===== src/rtl/fetch_consts.svh =====
`ifndef FETCH_CONSTS_SVH
`define FETCH_CONSTS_SVH

// ========================================
// Line and slot geometry
// ========================================
`define FETCH_SLOTS        4
`define FETCH_SLOT_W       32
`define FETCH_LINE_W       128
`define FETCH_ADDR_W       32
`define FETCH_BNO_W        6
// Byte offset bits within one line (16 bytes per line)
`define FETCH_LINE_OFS_W   4

// ========================================
// Cache, credits and reset behaviour
// ========================================
`define FETCH_IC_LINES     16
`define FETCH_IC_IDX_W     4
`define FETCH_CREDITS      4
`define FETCH_CREDIT_W     3
`define FETCH_RST_PC       32'h0000_0100
`define FETCH_RSTCNT_CYC   4
`define FETCH_RSTCNT_W     3
// Encoding of the no-operation instruction used for squashed lines
`define FETCH_OP_NOP       32'h0000_0013

`endif


===== src/rtl/fetch_pkg.sv =====
`default_nettype none

`include "fetch_consts.svh"

package fetch_pkg;

	// ========================================
	// Plain vectors with a meaning
	// ========================================
	typedef logic [`FETCH_ADDR_W-1:0] fetch_addr_t;
	typedef logic [`FETCH_BNO_W-1:0] fetch_bno_t;
	typedef logic [`FETCH_SLOT_W-1:0] fetch_insn_t;
	typedef logic [2:0] fetch_irq_t;
	typedef logic [`FETCH_CREDIT_W-1:0] fetch_credit_t;
	typedef logic [`FETCH_IC_IDX_W-1:0] fetch_ic_idx_t;
	typedef logic [`FETCH_ADDR_W-`FETCH_IC_IDX_W-`FETCH_LINE_OFS_W-1:0] fetch_ic_tag_t;

	// Slot 0 sits in the least significant word of the line
	typedef fetch_insn_t [`FETCH_SLOTS-1:0] fetch_line_t;

	// ========================================
	// Structured signals
	// ========================================
	// Fetch address together with the taken and fall-through branch numbers
	typedef struct packed {
		fetch_addr_t pc;
		fetch_bno_t  bno_t;
		fetch_bno_t  bno_f;
	} fetch_pc_t;

	typedef struct packed {
		logic      valid;
		fetch_pc_t target;
	} fetch_redirect_t;

	// The address is line aligned so its low offset bits are always zero
	typedef struct packed {
		logic        valid;
		fetch_addr_t addr;
	} fetch_mem_req_t;

	typedef struct packed {
		logic        valid;
		fetch_line_t data;
	} fetch_mem_rsp_t;

	typedef struct packed {
		fetch_pc_t [`FETCH_SLOTS-1:0] slot_pc;
		fetch_line_t                  line;
		fetch_irq_t                   irq;
		logic                         irqf;
	} fetch_bundle_t;

	// Miss fill sequencer of the instruction cache
	typedef enum logic [1:0] {
		IDLE,
		REQ,
		WAIT
	} fill_state_t;

endpackage

`default_nettype wire


===== src/rtl/fetch_pc_gen.sv =====
`timescale 1ns/100ps
`default_nettype none

`include "fetch_consts.svh"

module fetch_pc_gen (
	input  wire logic                       clk,
	input  wire logic                       rst,
	input  wire fetch_pkg::fetch_redirect_t redirect_i,
	input  wire logic                       hit_i,
	input  wire logic                       credit_ok_i,
	output fetch_pkg::fetch_pc_t            pc_o,
	output logic                            advance_o
);

	import fetch_pkg::*;

	// Distance between two sequential fetches in bytes
	localparam fetch_addr_t line_bytes = fetch_addr_t'(`FETCH_LINE_W / 8);

	// Current fetch PC and its next value
	fetch_pc_t pc_q;
	fetch_pc_t pc_d;

	// ========================================
	// Advance decision
	// ========================================
	// A line is taken only when the cache has it and decode has a free entry
	// The stage and the credit counter both use this as their only enable
	assign advance_o = hit_i && credit_ok_i;

	// ========================================
	// Next PC selection
	// ========================================
	always_comb begin
		pc_d = pc_q;
		// A redirect wins over everything else
		// It is taken even on a cycle where the current line also advances
		if (redirect_i.valid) begin
			pc_d = redirect_i.target;
		end else if (advance_o) begin
			// Sequential fetch moves one line ahead
			// Both branch numbers stay with the path being followed
			pc_d.pc = pc_q.pc + line_bytes;
		end
	end

	// PC register
	always_ff @(posedge clk) begin
		if (rst) begin
			// Fetch starts at the reset vector on branch number one
			pc_q.pc    <= `FETCH_RST_PC;
			pc_q.bno_t <= fetch_bno_t'(1);
			pc_q.bno_f <= fetch_bno_t'(1);
		end else begin
			pc_q <= pc_d;
		end
	end

	// The cache looks up this address in the same cycle
	assign pc_o = pc_q;

endmodule

`default_nettype wire


===== src/rtl/fetch_icache.sv =====
`timescale 1ns/100ps
`default_nettype none

`include "fetch_consts.svh"

module fetch_icache (
	input  wire logic                      clk,
	input  wire logic                      rst,
	input  wire fetch_pkg::fetch_pc_t      pc_i,
	input  wire logic                      flush_fill_i,
	output logic                           hit_o,
	output fetch_pkg::fetch_line_t         line_o,
	output fetch_pkg::fetch_mem_req_t      mem_req_o,
	input  wire fetch_pkg::fetch_mem_rsp_t mem_rsp_i
);

	import fetch_pkg::*;

	// ========================================
	// Storage
	// ========================================
	fetch_line_t                data_mem [`FETCH_IC_LINES];
	fetch_ic_tag_t              tag_mem [`FETCH_IC_LINES];
	logic [`FETCH_IC_LINES-1:0] valid_q;

	// Lookup fields taken from the fetch address
	fetch_ic_idx_t look_idx;
	fetch_ic_tag_t look_tag;

	// Fill control
	fill_state_t   state_q;
	fill_state_t   state_d;
	logic          drop_q;
	logic          fill_busy;
	logic          fill_done;
	fetch_addr_t   fill_addr_q;
	fetch_ic_idx_t fill_idx;
	fetch_ic_tag_t fill_tag;

	// ========================================
	// Hit lookup
	// ========================================
	assign look_idx = pc_i.pc[`FETCH_LINE_OFS_W +: `FETCH_IC_IDX_W];
	assign look_tag = pc_i.pc[`FETCH_ADDR_W-1:`FETCH_LINE_OFS_W+`FETCH_IC_IDX_W];

	// Purely combinational so a hit can advance in the same cycle
	assign hit_o  = valid_q[look_idx] && (tag_mem[look_idx] == look_tag);
	assign line_o = data_mem[look_idx];

	// ========================================
	// Miss fill
	// ========================================
	assign fill_idx  = fill_addr_q[`FETCH_LINE_OFS_W +: `FETCH_IC_IDX_W];
	assign fill_tag  = fill_addr_q[`FETCH_ADDR_W-1:`FETCH_LINE_OFS_W+`FETCH_IC_IDX_W];
	assign fill_busy = (state_q != IDLE);

	// A response is only written when the fill was not cancelled in the same cycle
	assign fill_done = (state_q == WAIT) && mem_rsp_i.valid && !flush_fill_i;

	// Request stays up from REQ until its response arrives
	assign mem_req_o.valid = fill_busy;
	assign mem_req_o.addr  = fill_addr_q;

	always_comb begin
		state_d = state_q;
		case (state_q)
			IDLE: begin
				// No new fill while a cancelled one still owes a response
				if (!hit_o && !drop_q) begin
					state_d = REQ;
				end
			end
			REQ: begin
				state_d = WAIT;
			end
			WAIT: begin
				if (mem_rsp_i.valid) begin
					state_d = IDLE;
				end
			end
			default: begin
				state_d = IDLE;
			end
		endcase
		// A redirect abandons the current fill
		if (flush_fill_i) begin
			state_d = IDLE;
		end
	end

	// Control state and line valid bits
	always_ff @(posedge clk) begin
		if (rst) begin
			state_q <= IDLE;
			drop_q  <= 1'b0;
			valid_q <= '0;
		end else begin
			state_q <= state_d;
			// Remember that the next response belongs to a cancelled request
			if (flush_fill_i && fill_busy && !((state_q == WAIT) && mem_rsp_i.valid)) begin
				drop_q <= 1'b1;
			end else if (drop_q && mem_rsp_i.valid) begin
				drop_q <= 1'b0;
			end
			if (fill_done) begin
				valid_q[fill_idx] <= 1'b1;
			end
		end
	end

	// Fill address and array writes
	always_ff @(posedge clk) begin
		if ((state_q == IDLE) && (state_d == REQ)) begin
			fill_addr_q <= {pc_i.pc[`FETCH_ADDR_W-1:`FETCH_LINE_OFS_W], {`FETCH_LINE_OFS_W{1'b0}}};
		end
		if (fill_done) begin
			data_mem[fill_idx] <= mem_rsp_i.data;
			tag_mem[fill_idx]  <= fill_tag;
		end
	end

endmodule

`default_nettype wire


===== src/rtl/fetch_stage.sv =====
`timescale 1ns/100ps
`default_nettype none

`include "fetch_consts.svh"

module fetch_stage (
	input  wire logic                   clk,
	input  wire logic                   rst,
	input  wire logic                   advance_i,
	input  wire fetch_pkg::fetch_pc_t   pc_i,
	input  wire fetch_pkg::fetch_line_t line_i,
	input  wire logic                   stomp_i,
	input  wire fetch_pkg::fetch_bno_t  stomp_bno_i,
	input  wire logic                   nmi_i,
	input  wire fetch_pkg::fetch_irq_t  irq_i,
	input  wire logic                   irqf_i,
	output fetch_pkg::fetch_bundle_t    bundle_o
);

	import fetch_pkg::*;

	// Line of valid NOPs used whenever fetched code must not execute
	localparam fetch_line_t nop_line = {`FETCH_SLOTS{`FETCH_OP_NOP}};

	// Bytes per instruction slot
	localparam fetch_addr_t slot_bytes = fetch_addr_t'(`FETCH_SLOT_W / 8);

	fetch_pc_t [`FETCH_SLOTS-1:0] slot_pc;
	fetch_pc_t [`FETCH_SLOTS-1:0] slot_pc_q;
	fetch_line_t                  line_q;
	fetch_irq_t                   irq_q;
	logic                         irqf_q;
	logic [`FETCH_RSTCNT_W-1:0]   rstcnt_q;
	logic                         rst_busy;
	logic                         squash;

	// ========================================
	// Slot addresses
	// ========================================
	// Every slot keeps the branch numbers of the line it came from
	always_comb begin
		for (int i = 0; i < `FETCH_SLOTS; i++) begin
			slot_pc[i]    = pc_i;
			slot_pc[i].pc = pc_i.pc + slot_bytes * fetch_addr_t'(i);
		end
	end

	// ========================================
	// Squash conditions
	// ========================================
	// The counter starts with the first line taken after reset
	// and then runs one step per cycle until it saturates
	assign rst_busy = (rstcnt_q < `FETCH_RSTCNT_CYC);

	// Stomped branch numbers and a pending NMI also kill the line
	assign squash = rst_busy || (stomp_i && (pc_i.bno_t != stomp_bno_i)) || nmi_i;

	// Control state: reset counter and interrupt capture
	always_ff @(posedge clk) begin
		if (rst) begin
			rstcnt_q <= '0;
			irq_q    <= '0;
			irqf_q   <= 1'b0;
		end else begin
			if (rst_busy && (advance_i || (rstcnt_q != '0))) begin
				rstcnt_q <= rstcnt_q + 1'b1;
			end
			// Interrupt state is sampled together with the line
			if (advance_i) begin
				irq_q  <= irq_i;
				irqf_q <= irqf_i;
			end
		end
	end

	// Payload registers load only when a line is taken
	always_ff @(posedge clk) begin
		if (advance_i) begin
			slot_pc_q <= slot_pc;
			line_q    <= squash ? nop_line : line_i;
		end
	end

	always_comb begin
		bundle_o.slot_pc = slot_pc_q;
		bundle_o.line    = line_q;
		bundle_o.irq     = irq_q;
		bundle_o.irqf    = irqf_q;
	end

endmodule

`default_nettype wire


===== src/rtl/fetch_credit_ctrl.sv =====
`timescale 1ns/100ps
`default_nettype none

`include "fetch_consts.svh"

module fetch_credit_ctrl (
	input  wire logic clk,
	input  wire logic rst,
	input  wire logic advance_i,
	input  wire logic credit_return_i,
	output logic      credit_ok_o,
	output logic      bundle_valid_o
);

	import fetch_pkg::*;

	// Free entries in the decoder buffer
	fetch_credit_t count_q;

	// Registered copy of advance that marks the bundle as present
	logic valid_q;

	// ========================================
	// Credit counter
	// ========================================
	// Fetch may only proceed while decode has somewhere to put the bundle
	assign credit_ok_o = (count_q != '0);

	always_ff @(posedge clk) begin
		if (rst) begin
			// Decode starts with every buffer entry free
			count_q <= fetch_credit_t'(`FETCH_CREDITS);
			valid_q <= 1'b0;
		end else begin
			valid_q <= advance_i;
			// A send and a return in the same cycle cancel out
			case ({advance_i, credit_return_i})
				2'b10: begin
					count_q <= count_q - 1'b1;
				end
				2'b01: begin
					count_q <= count_q + 1'b1;
				end
				default: begin
					count_q <= count_q;
				end
			endcase
		end
	end

	// High for exactly the cycle after each advance
	assign bundle_valid_o = valid_q;

endmodule

`default_nettype wire


===== src/rtl/fetch_top.sv =====
`timescale 1ns/100ps
`default_nettype none

module fetch_top (
	input  wire logic                       clk,
	input  wire logic                       rst,
	input  wire fetch_pkg::fetch_redirect_t redirect_i,
	input  wire logic                       stomp_i,
	input  wire fetch_pkg::fetch_bno_t      stomp_bno_i,
	input  wire logic                       nmi_i,
	input  wire fetch_pkg::fetch_irq_t      irq_i,
	input  wire logic                       irqf_i,
	output fetch_pkg::fetch_mem_req_t       mem_req_o,
	input  wire fetch_pkg::fetch_mem_rsp_t  mem_rsp_i,
	output logic                            bundle_valid_o,
	output fetch_pkg::fetch_bundle_t        bundle_o,
	input  wire logic                       credit_return_i
);

	import fetch_pkg::*;

	// ========================================
	// Internal wiring
	// ========================================
	fetch_pc_t   fetch_pc;
	fetch_line_t ic_line;
	logic        hit;
	logic        credit_ok;
	logic        advance;

	// Address selection and the single advance enable
	fetch_pc_gen u_pc_gen (
		.clk         (clk),
		.rst         (rst),
		.redirect_i  (redirect_i),
		.hit_i       (hit),
		.credit_ok_i (credit_ok),
		.pc_o        (fetch_pc),
		.advance_o   (advance)
	);

	// A redirect also cancels any fill in flight
	fetch_icache u_icache (
		.clk          (clk),
		.rst          (rst),
		.pc_i         (fetch_pc),
		.flush_fill_i (redirect_i.valid),
		.hit_o        (hit),
		.line_o       (ic_line),
		.mem_req_o    (mem_req_o),
		.mem_rsp_i    (mem_rsp_i)
	);

	fetch_stage u_stage (
		.clk         (clk),
		.rst         (rst),
		.advance_i   (advance),
		.pc_i        (fetch_pc),
		.line_i      (ic_line),
		.stomp_i     (stomp_i),
		.stomp_bno_i (stomp_bno_i),
		.nmi_i       (nmi_i),
		.irq_i       (irq_i),
		.irqf_i      (irqf_i),
		.bundle_o    (bundle_o)
	);

	// Flow control toward decode
	fetch_credit_ctrl u_credit (
		.clk             (clk),
		.rst             (rst),
		.advance_i       (advance),
		.credit_return_i (credit_return_i),
		.credit_ok_o     (credit_ok),
		.bundle_valid_o  (bundle_valid_o)
	);

endmodule

`default_nettype wire


===== config.mk =====
export PLATFORM = sky130hd
export DESIGN_NAME = fetch_top
export DESIGN_NICKNAME = d
export VERILOG_FILES = /design/src/rtl/fetch_pkg.sv /design/src/rtl/fetch_pc_gen.sv /design/src/rtl/fetch_icache.sv /design/src/rtl/fetch_stage.sv /design/src/rtl/fetch_credit_ctrl.sv /design/src/rtl/fetch_top.sv
export VERILOG_INCLUDE_DIRS = /design/src /design/src/rtl
export SDC_FILE = /design/constraint.sdc
export NUM_CORES = 2
export LEC_CHECK = 0
export ABC_AREA = 0
export BUFFER_PORTS_ARGS = -buffer_cell sky130_fd_sc_hd__buf_4
export CAP_MARGIN = 20
export CELL_PAD_IN_SITES_DETAIL_PLACEMENT = 1
export CELL_PAD_IN_SITES_GLOBAL_PLACEMENT = 1
export CORE_MARGIN = 3
export CORE_UTILIZATION = 50
export DETAILED_ROUTE_END_ITERATION = 7
export GPL_ROUTABILITY_DRIVEN = 0
export PLACE_DENSITY_LB_ADDON = 0.1
export SKIP_LAST_GASP = 1
export SYNTH_ARGS = -nofsm -noshare
export SYNTH_HDL_FRONTEND = slang
export SYNTH_SLANG_ARGS = --single-unit

===== constraint.sdc =====
create_clock -name clk -period 21 [get_ports clk]
set_input_delay 4.2 -clock clk [delete_from_list [all_inputs] [get_ports clk]]
set_output_delay 4.2 -clock clk [all_outputs]
set_load 0.01 [all_outputs]

=== Word level (Yosys, flattened, before mapping) ===
Memory sizes are Yosys's and may differ from the RTL's. A register that Yosys moved wholly into a read port is not among the register bits.
Cells that the tools add are included.

* Bits in registers: 242
* Memory bits (writable): 2432
* Bits of input ports: 189
* Output and inout port bits: 342
* Word-level logic and storage cells: 82
* Memories kept: 2

* $add $sub $neg: 7
* Order comparisons: 4
* Equal/unequal tests: 7
* Multiplexer cells: 17
* Bitwise gates (word level): 1
* Reductions and logical operators: 26

{| class="wikitable"
|+ Memories
! name !! depth !! width !! read ports !! clocked after Yosys merged registers in !! write ports !! RTL line !! RTL
|-
| u_icache.data_mem || 16 || 128 || 1 || 1 || 1 || fetch_icache.sv:22 || <nowiki>fetch_line_t data_mem [`FETCH_IC_LINES];</nowiki>
|-
| u_icache.tag_mem || 16 || 24 || 1 || 1 || 1 || fetch_icache.sv:23 || <nowiki>fetch_ic_tag_t tag_mem [`FETCH_IC_LINES];</nowiki>
|}

{| class="wikitable"
|+ Operators by type and width
! kind !! count
|-
| $add 32x4->32 const B || 2
|-
| $mux 32 || 2
|-
| $add 32x3->32 const B || 1
|-
| $add 32x5->32 const B || 1
|-
| $eq 24x24->1 || 1
|-
| $or 16x16->16 || 1
|-
| $logic_and 1x1->1 || 12
|-
| $lt 4x5->1 const B || 2
|-
| $mux 4 || 2
|-
| $reduce_bool 2->1 || 4
|-
| $add 3x1->3 const B || 2
|-
| $eq 2x1->1 const B || 3
|-
| $mux 1 || 6
|-
| $mux 2 || 3
|-
| $ne 6x6->1 || 1
|-
| $pmux 2 s3 || 1
|-
| $pmux 3 s2 || 1
|-
| $reduce_bool 3->1 || 2
|-
| $bmux 1 s4 || 1
|-
| $demux 1 s4 || 1
|-
| $eq 2x2->1 const B || 2
|-
| $ge 4x1->1 const B || 1
|-
| $logic_not 1->1 || 4
|-
| $logic_or 1x1->1 || 3
|-
| other kinds (3) || 3
|}

=== Depth between registers and ports, before layout ===
* Depth after elaboration: 10
* Depth in mapped cells: 19
* Gate-level depth less buffers: 13

=== Hierarchy ===
Synthesis repeated with hierarchy kept, for this count alone.

* Cells, all modules: 4666
* Area total of the unflattened synthesis: 106882.5 µm²

{| class="wikitable"
|+ Modules (own cells, without submodules)
! module !! instances !! cells each !! area an instance (µm²)
|-
| fetch_icache || 1 || 3642 || 93255.7
|-
| fetch_stage || 1 || 752 || 11222.0
|-
| fetch_pc_gen || 1 || 254 || 2220.9
|-
| fetch_credit_ctrl || 1 || 18 || 183.9
|}

=== Worst setup path before layout ===
OpenSTA, ideal clock, no wires.

* Path type: input to register
* From: in redirect_i[44] in the netlist's numbering
* To: mem u_icache.data_mem[0][0] in the netlist's numbering (enable)
* Data arrival time: 15.690 ns
* Required time: 20.148 ns
* Setup slack: 4.458 ns
* Stages on the path: 4
* Path buffers: 1
* Cell sequence: clkbuf_1 -> nor4b_1 -> or3b_2 -> nor3_1

* Longest elaborated chain between the ends: 4

{| class="wikitable"
|+ Ends and longest elaborated chain
! element !! RTL line !! RTL
|-
| start: declaration || fetch_top.sv:7 || <nowiki>input wire fetch_pkg::fetch_redirect_t redirect_i,</nowiki>
|-
| $logic_not 1->1 || fetch_icache.sv:58 || <nowiki>assign fill_done = (state_q == WAIT) && mem_rsp_i.valid && !flush_fill_i;</nowiki>
|-
| $logic_and 1x1->1 || fetch_icache.sv:58 ||
|-
| $mux 1 || fetch_icache.sv:116 || <nowiki>if (fill_done) begin</nowiki>
|-
| $mux 1 (not written as such) || fetch_icache.sv:117 || <nowiki>data_mem[fill_idx] <= mem_rsp_i.data;</nowiki>
|-
| end: declaration || fetch_icache.sv:22 ||
|}

Every way passes these cells.

=== Worst setup path in the final report ===
* From: in redirect_i[44] in the netlist's numbering
* To: mem u_icache.data_mem[14][44] in the netlist's numbering (enable)

The elaborated chain is that of the path after synthesis.

==> metrics <==
outcome=finished, final reports clean; endpoints failing hold=0; number of buffers between clock root and the deepest sink=4; clock tree root driver cell=clkbuf_16; largest net degree at the start of global routing=136; Max Fclk=118.8 MHz; share of synthesized cell area in and, or, nand and nor gates=approximately 2.5%; # DRC=0; Seq/Total Area, Yosys=77.93%; number of global-route vias before repair=53.45k; tightest slew margin relative to the limit=between 20% and 30%; end of the critical path=u_icache.data_mem[14][44]$_DFFE_PP_; register-to-register path setup slack=approximately 14 ns; CTS H-Tree Depth=5; setup skew after layout=0.03889 ns; category of the most critical setup path=input pin to flop; clock tree from TritonCTS=yes; Netlist Area Pre-Place=106,800 um2; Setup Fix Bufs, Post-CTS=0; via count=51.08k; transition time at the pin with the least slew margin=1.154 ns; clk_lat worst skew=between 0.9 and 1 ns; proportion of layout cells with a drive suffix above 1=between 30 and 40%; total wire length=275.8 mm; first-iteration detailed-routing DRC count=between 5k and 6k; parity-gate share of the synthesized area counting xor and xnor cells=0.9746%; final-report setup violation count=0; Adder-Cell Fraction of Synth Area=less than 1%; number of hold buffers added after CTS=0; highest fanout seen on the critical path=46; mux contribution to synthesized area=around 16%; horizontal die dimension=between 400 and 500 um; terminus of the critical flop-to-flop path=u_stage.bundle_o[96]$_SDFFCE_PP0P_; global router's overall resource usage=25.19%; clock edge transition at the registers on the reported setup and hold paths=0.05 ns; number of antenna violations at the first check in global routing=34; Worst Path Required=21.52 ns; die footprint=219,200 um2; P_leak=38.71 nW; logic depth of the worst register-to-register path=9; number of optimization iterations in the first detailed-route pass=5; maximum vdd ir drop=between 0.07 and 0.08 mV; unique cell type count in the Yosys netlist=73; leading cell type by number of instances after synthesis=edfxtp_1; leading register cell type out of synthesis=edfxtp_1; cell types with the largest area share after synthesis=edfxtp_1 (76%), mux4_2 (15%), dfxtp_1 (1.5%), mux2i_1 (0.85%), nor2b_1 (0.73%); area added between synthesis and finish=15.36%; minimum clock period=8.415 ns; syn_area_per_cell=between 20 and 25 um2; cell type contributing the most total cell area after synthesis=edfxtp_1; worst hold-check path type=flop to flop; cell count after synthesis=between 4k and 5k; final slew viol count=0; number of max-capacitance violations reported=0; final routed wire length divided by cell count=about 33 um; total clock buffers created by CTS=roughly 300; Compound-Gate Fraction of Synth Area=less than 1%; Critical path origin=redirect_i[44]; main combinational cell family by area after synthesis=multiplexers; Yosys reg bits=~2.8k; number of nets still failing antenna checks after routing=0; total of cells resized after clock tree synthesis=0; Port-buffer cells=between 500 and 600; kind of start point of the critical path=input pin; FFs w/ async S/R, synth=0%; initial core utilization=between 50% and 60%; proportion of netlist area held by the largest area contributor=76.47%; kind of capture point of the worst setup path=flop; number of ports placed on the die boundary=approximately 530; number of rows created at floorplan=approximately 170; placed wire-length estimate after detailed placement=between 150 and 200 mm; post-route core utilization=approximately three fifths; pwr dens=approximately 96 nW/um2; Arr. time, crit path=between 8 and 9 ns; setup repair after global routing missed its margin=no; routed via count divided by cell count=between 6 and 7; layout filler cell count=17.57k; Std-Cell Core Area=about 210,000 um2; final-stage net count=around 5.5k; Congestion Overflow GR=0; clock sink total=between 2k and 3k; first-pass GRT wire length=394.9 mm; final critical-path share of the clock period=between 40% and 50%; origin of the critical flop-to-flop path=u_pc_gen.pc_o[17]$_SDFFE_PP0N_; number of flops mapped to enable cells by yosys=~2.7k; sum of negative setup slack=0 ns; Die Height=between 400 and 500 um; YS warnings=0; list of most frequent post-synthesis cells=edfxtp_1 (2,720), mux4_2 (716), clkbuf_1 (159)
[stage by stage]
stage          power [mW]  instance area (um2)  cells  hold slack [ns]  setup slack, ns
6_report            11.81               123200   8386           0.4326            12.58
3_3_place_gp        6.885               114000   7865           0.4096            11.11
2_1_floorplan       6.640               106800   4706           0.4076            4.458
3_5_place_dp        6.894               114000   7865           0.4167            11.07
4_1_cts             11.93               123200   8377           0.4299            12.06
5_1_grt             12.20               123200   8382           0.4425            12.47
[layer usage]
layer  track usage (%)  up-vias  wire [um]
met5                 0        -        177
li1                  -    20897          -
met3             4.607      397      17780
met2             40.75     1881     135400
met1             35.93    27879     116200
met4             6.273       28       6271
[cell type report]
type / instances / area (um2) / area share (%)
Antenna cell: 8 / 20.02 / 0.01625
Clock buffer: 373 / 7971 / 6.469
Clock inverter: 139 / 1236 / 1.003
Inverter: 18 / 75.07 / 0.06092
Multi-Input combinational cell: 1590 / 22200 / 18.02
Sequential cell: 2798 / 83270 / 67.58
Tap cell: 2821 / 3530 / 2.864
Timing Repair Buffer: 639 / 4920 / 3.993
[critical path: stages]
cell      delay, ns
buf_4          0.28
nor4b_1        0.42
clkbuf_2       0.24
nand3_1        0.31
nor2_4         0.19
buf_4          0.54
buf_4          0.97
buf_4          0.77
buf_4          0.89
[worst min-delay path by stage]
stage | start | endpoint | slack (ns) | cells past startpoint
final | u_pc_gen.pc_o[12]$_SDFFE_PP0P_ | u_stage.bundle_o[276]$_DFFE_PP_ | 0.43 | 0
after CTS | u_pc_gen.pc_o[12]$_SDFFE_PP0P_ | u_stage.bundle_o[276]$_DFFE_PP_ | 0.43 | 0
after detailed placement | u_pc_gen.pc_o[12]$_SDFFE_PP0P_ | u_stage.bundle_o[276]$_DFFE_PP_ | 0.42 | 0
after floorplan | u_pc_gen.pc_o[0]$_SDFFE_PP1P_ | u_stage.bundle_o[220]$_DFFE_PP_ | 0.41 | 0
after global placement | u_pc_gen.pc_o[2]$_SDFFE_PP0P_ | u_stage.bundle_o[222]$_DFFE_PP_ | 0.41 | 0
after global routing | u_pc_gen.pc_o[1]$_SDFFE_PP0P_ | u_stage.bundle_o[221]$_DFFE_PP_ | 0.44 | 0
[power by group]
group	switching (mW)	leakage (nW)	internal, mW
clock	2.08	4.50	2.96
combinational	0.314	9.25	0.262
sequential	0.0496	25.0	6.14
[sequential cells by signal, summed over array words and instances (netlist names), named ones only]
signal,flops
u_credit.bundle_valid_o,1
u_credit.count_q,3
u_icache.data_mem,2048
u_icache.drop_q,1
u_icache.fill_addr_q,28
u_icache.state_q,2
u_icache.tag_mem,384
u_icache.valid_q,16
u_pc_gen.pc_o,44
u_stage.bundle_o,260
u_stage.irq_q,3
u_stage.irqf_q,1
u_stage.rstcnt_q,3
[cell usage in the layout (no fill, tap or decap), types with 10 or more instances in the layout]
master     netlist  layout
nand4_1         16      16
clkbuf_16        0     308
nand2b_1        12      12
clkbuf_1       159      63
inv_1           16      15
and2_1          12      12
nor2b_1        125     125
xnor2_1         71      71
o21a_1          15      14
o21ai_0         18      18
clkinv_1         1      66
nor4_1          12      12
buf_4           55     628
buf_12           1      10
nand2_1         79      79
nand3_1         28      28
dfxtp_1         78      70
clkinv_2         0      39
nor2_1         106      94
bufinv_16        0      23
or3_1           21      21
nor2_4           0      12
mux4_2         716     716
a311oi_1        17      17
xor2_1          46      46
edfxtp_1      2720    2720
mux2_2          13      13
mux2i_1         91      91
and3_1          21      21
or2_2           13      13
nor3_1          23      19
[logic make-up after synthesis]
kind of cell	after synthesis
XOR/XNOR	118
AO/OA/AOI/OAI	127
other	1
buffers and inverters	318
multiplexers	828
flip-flops	2798
adder cells (fa/ha/maj)	9
AND/OR/NAND/NOR	504
Note: power is estimated with default switching activity, not from simulation.
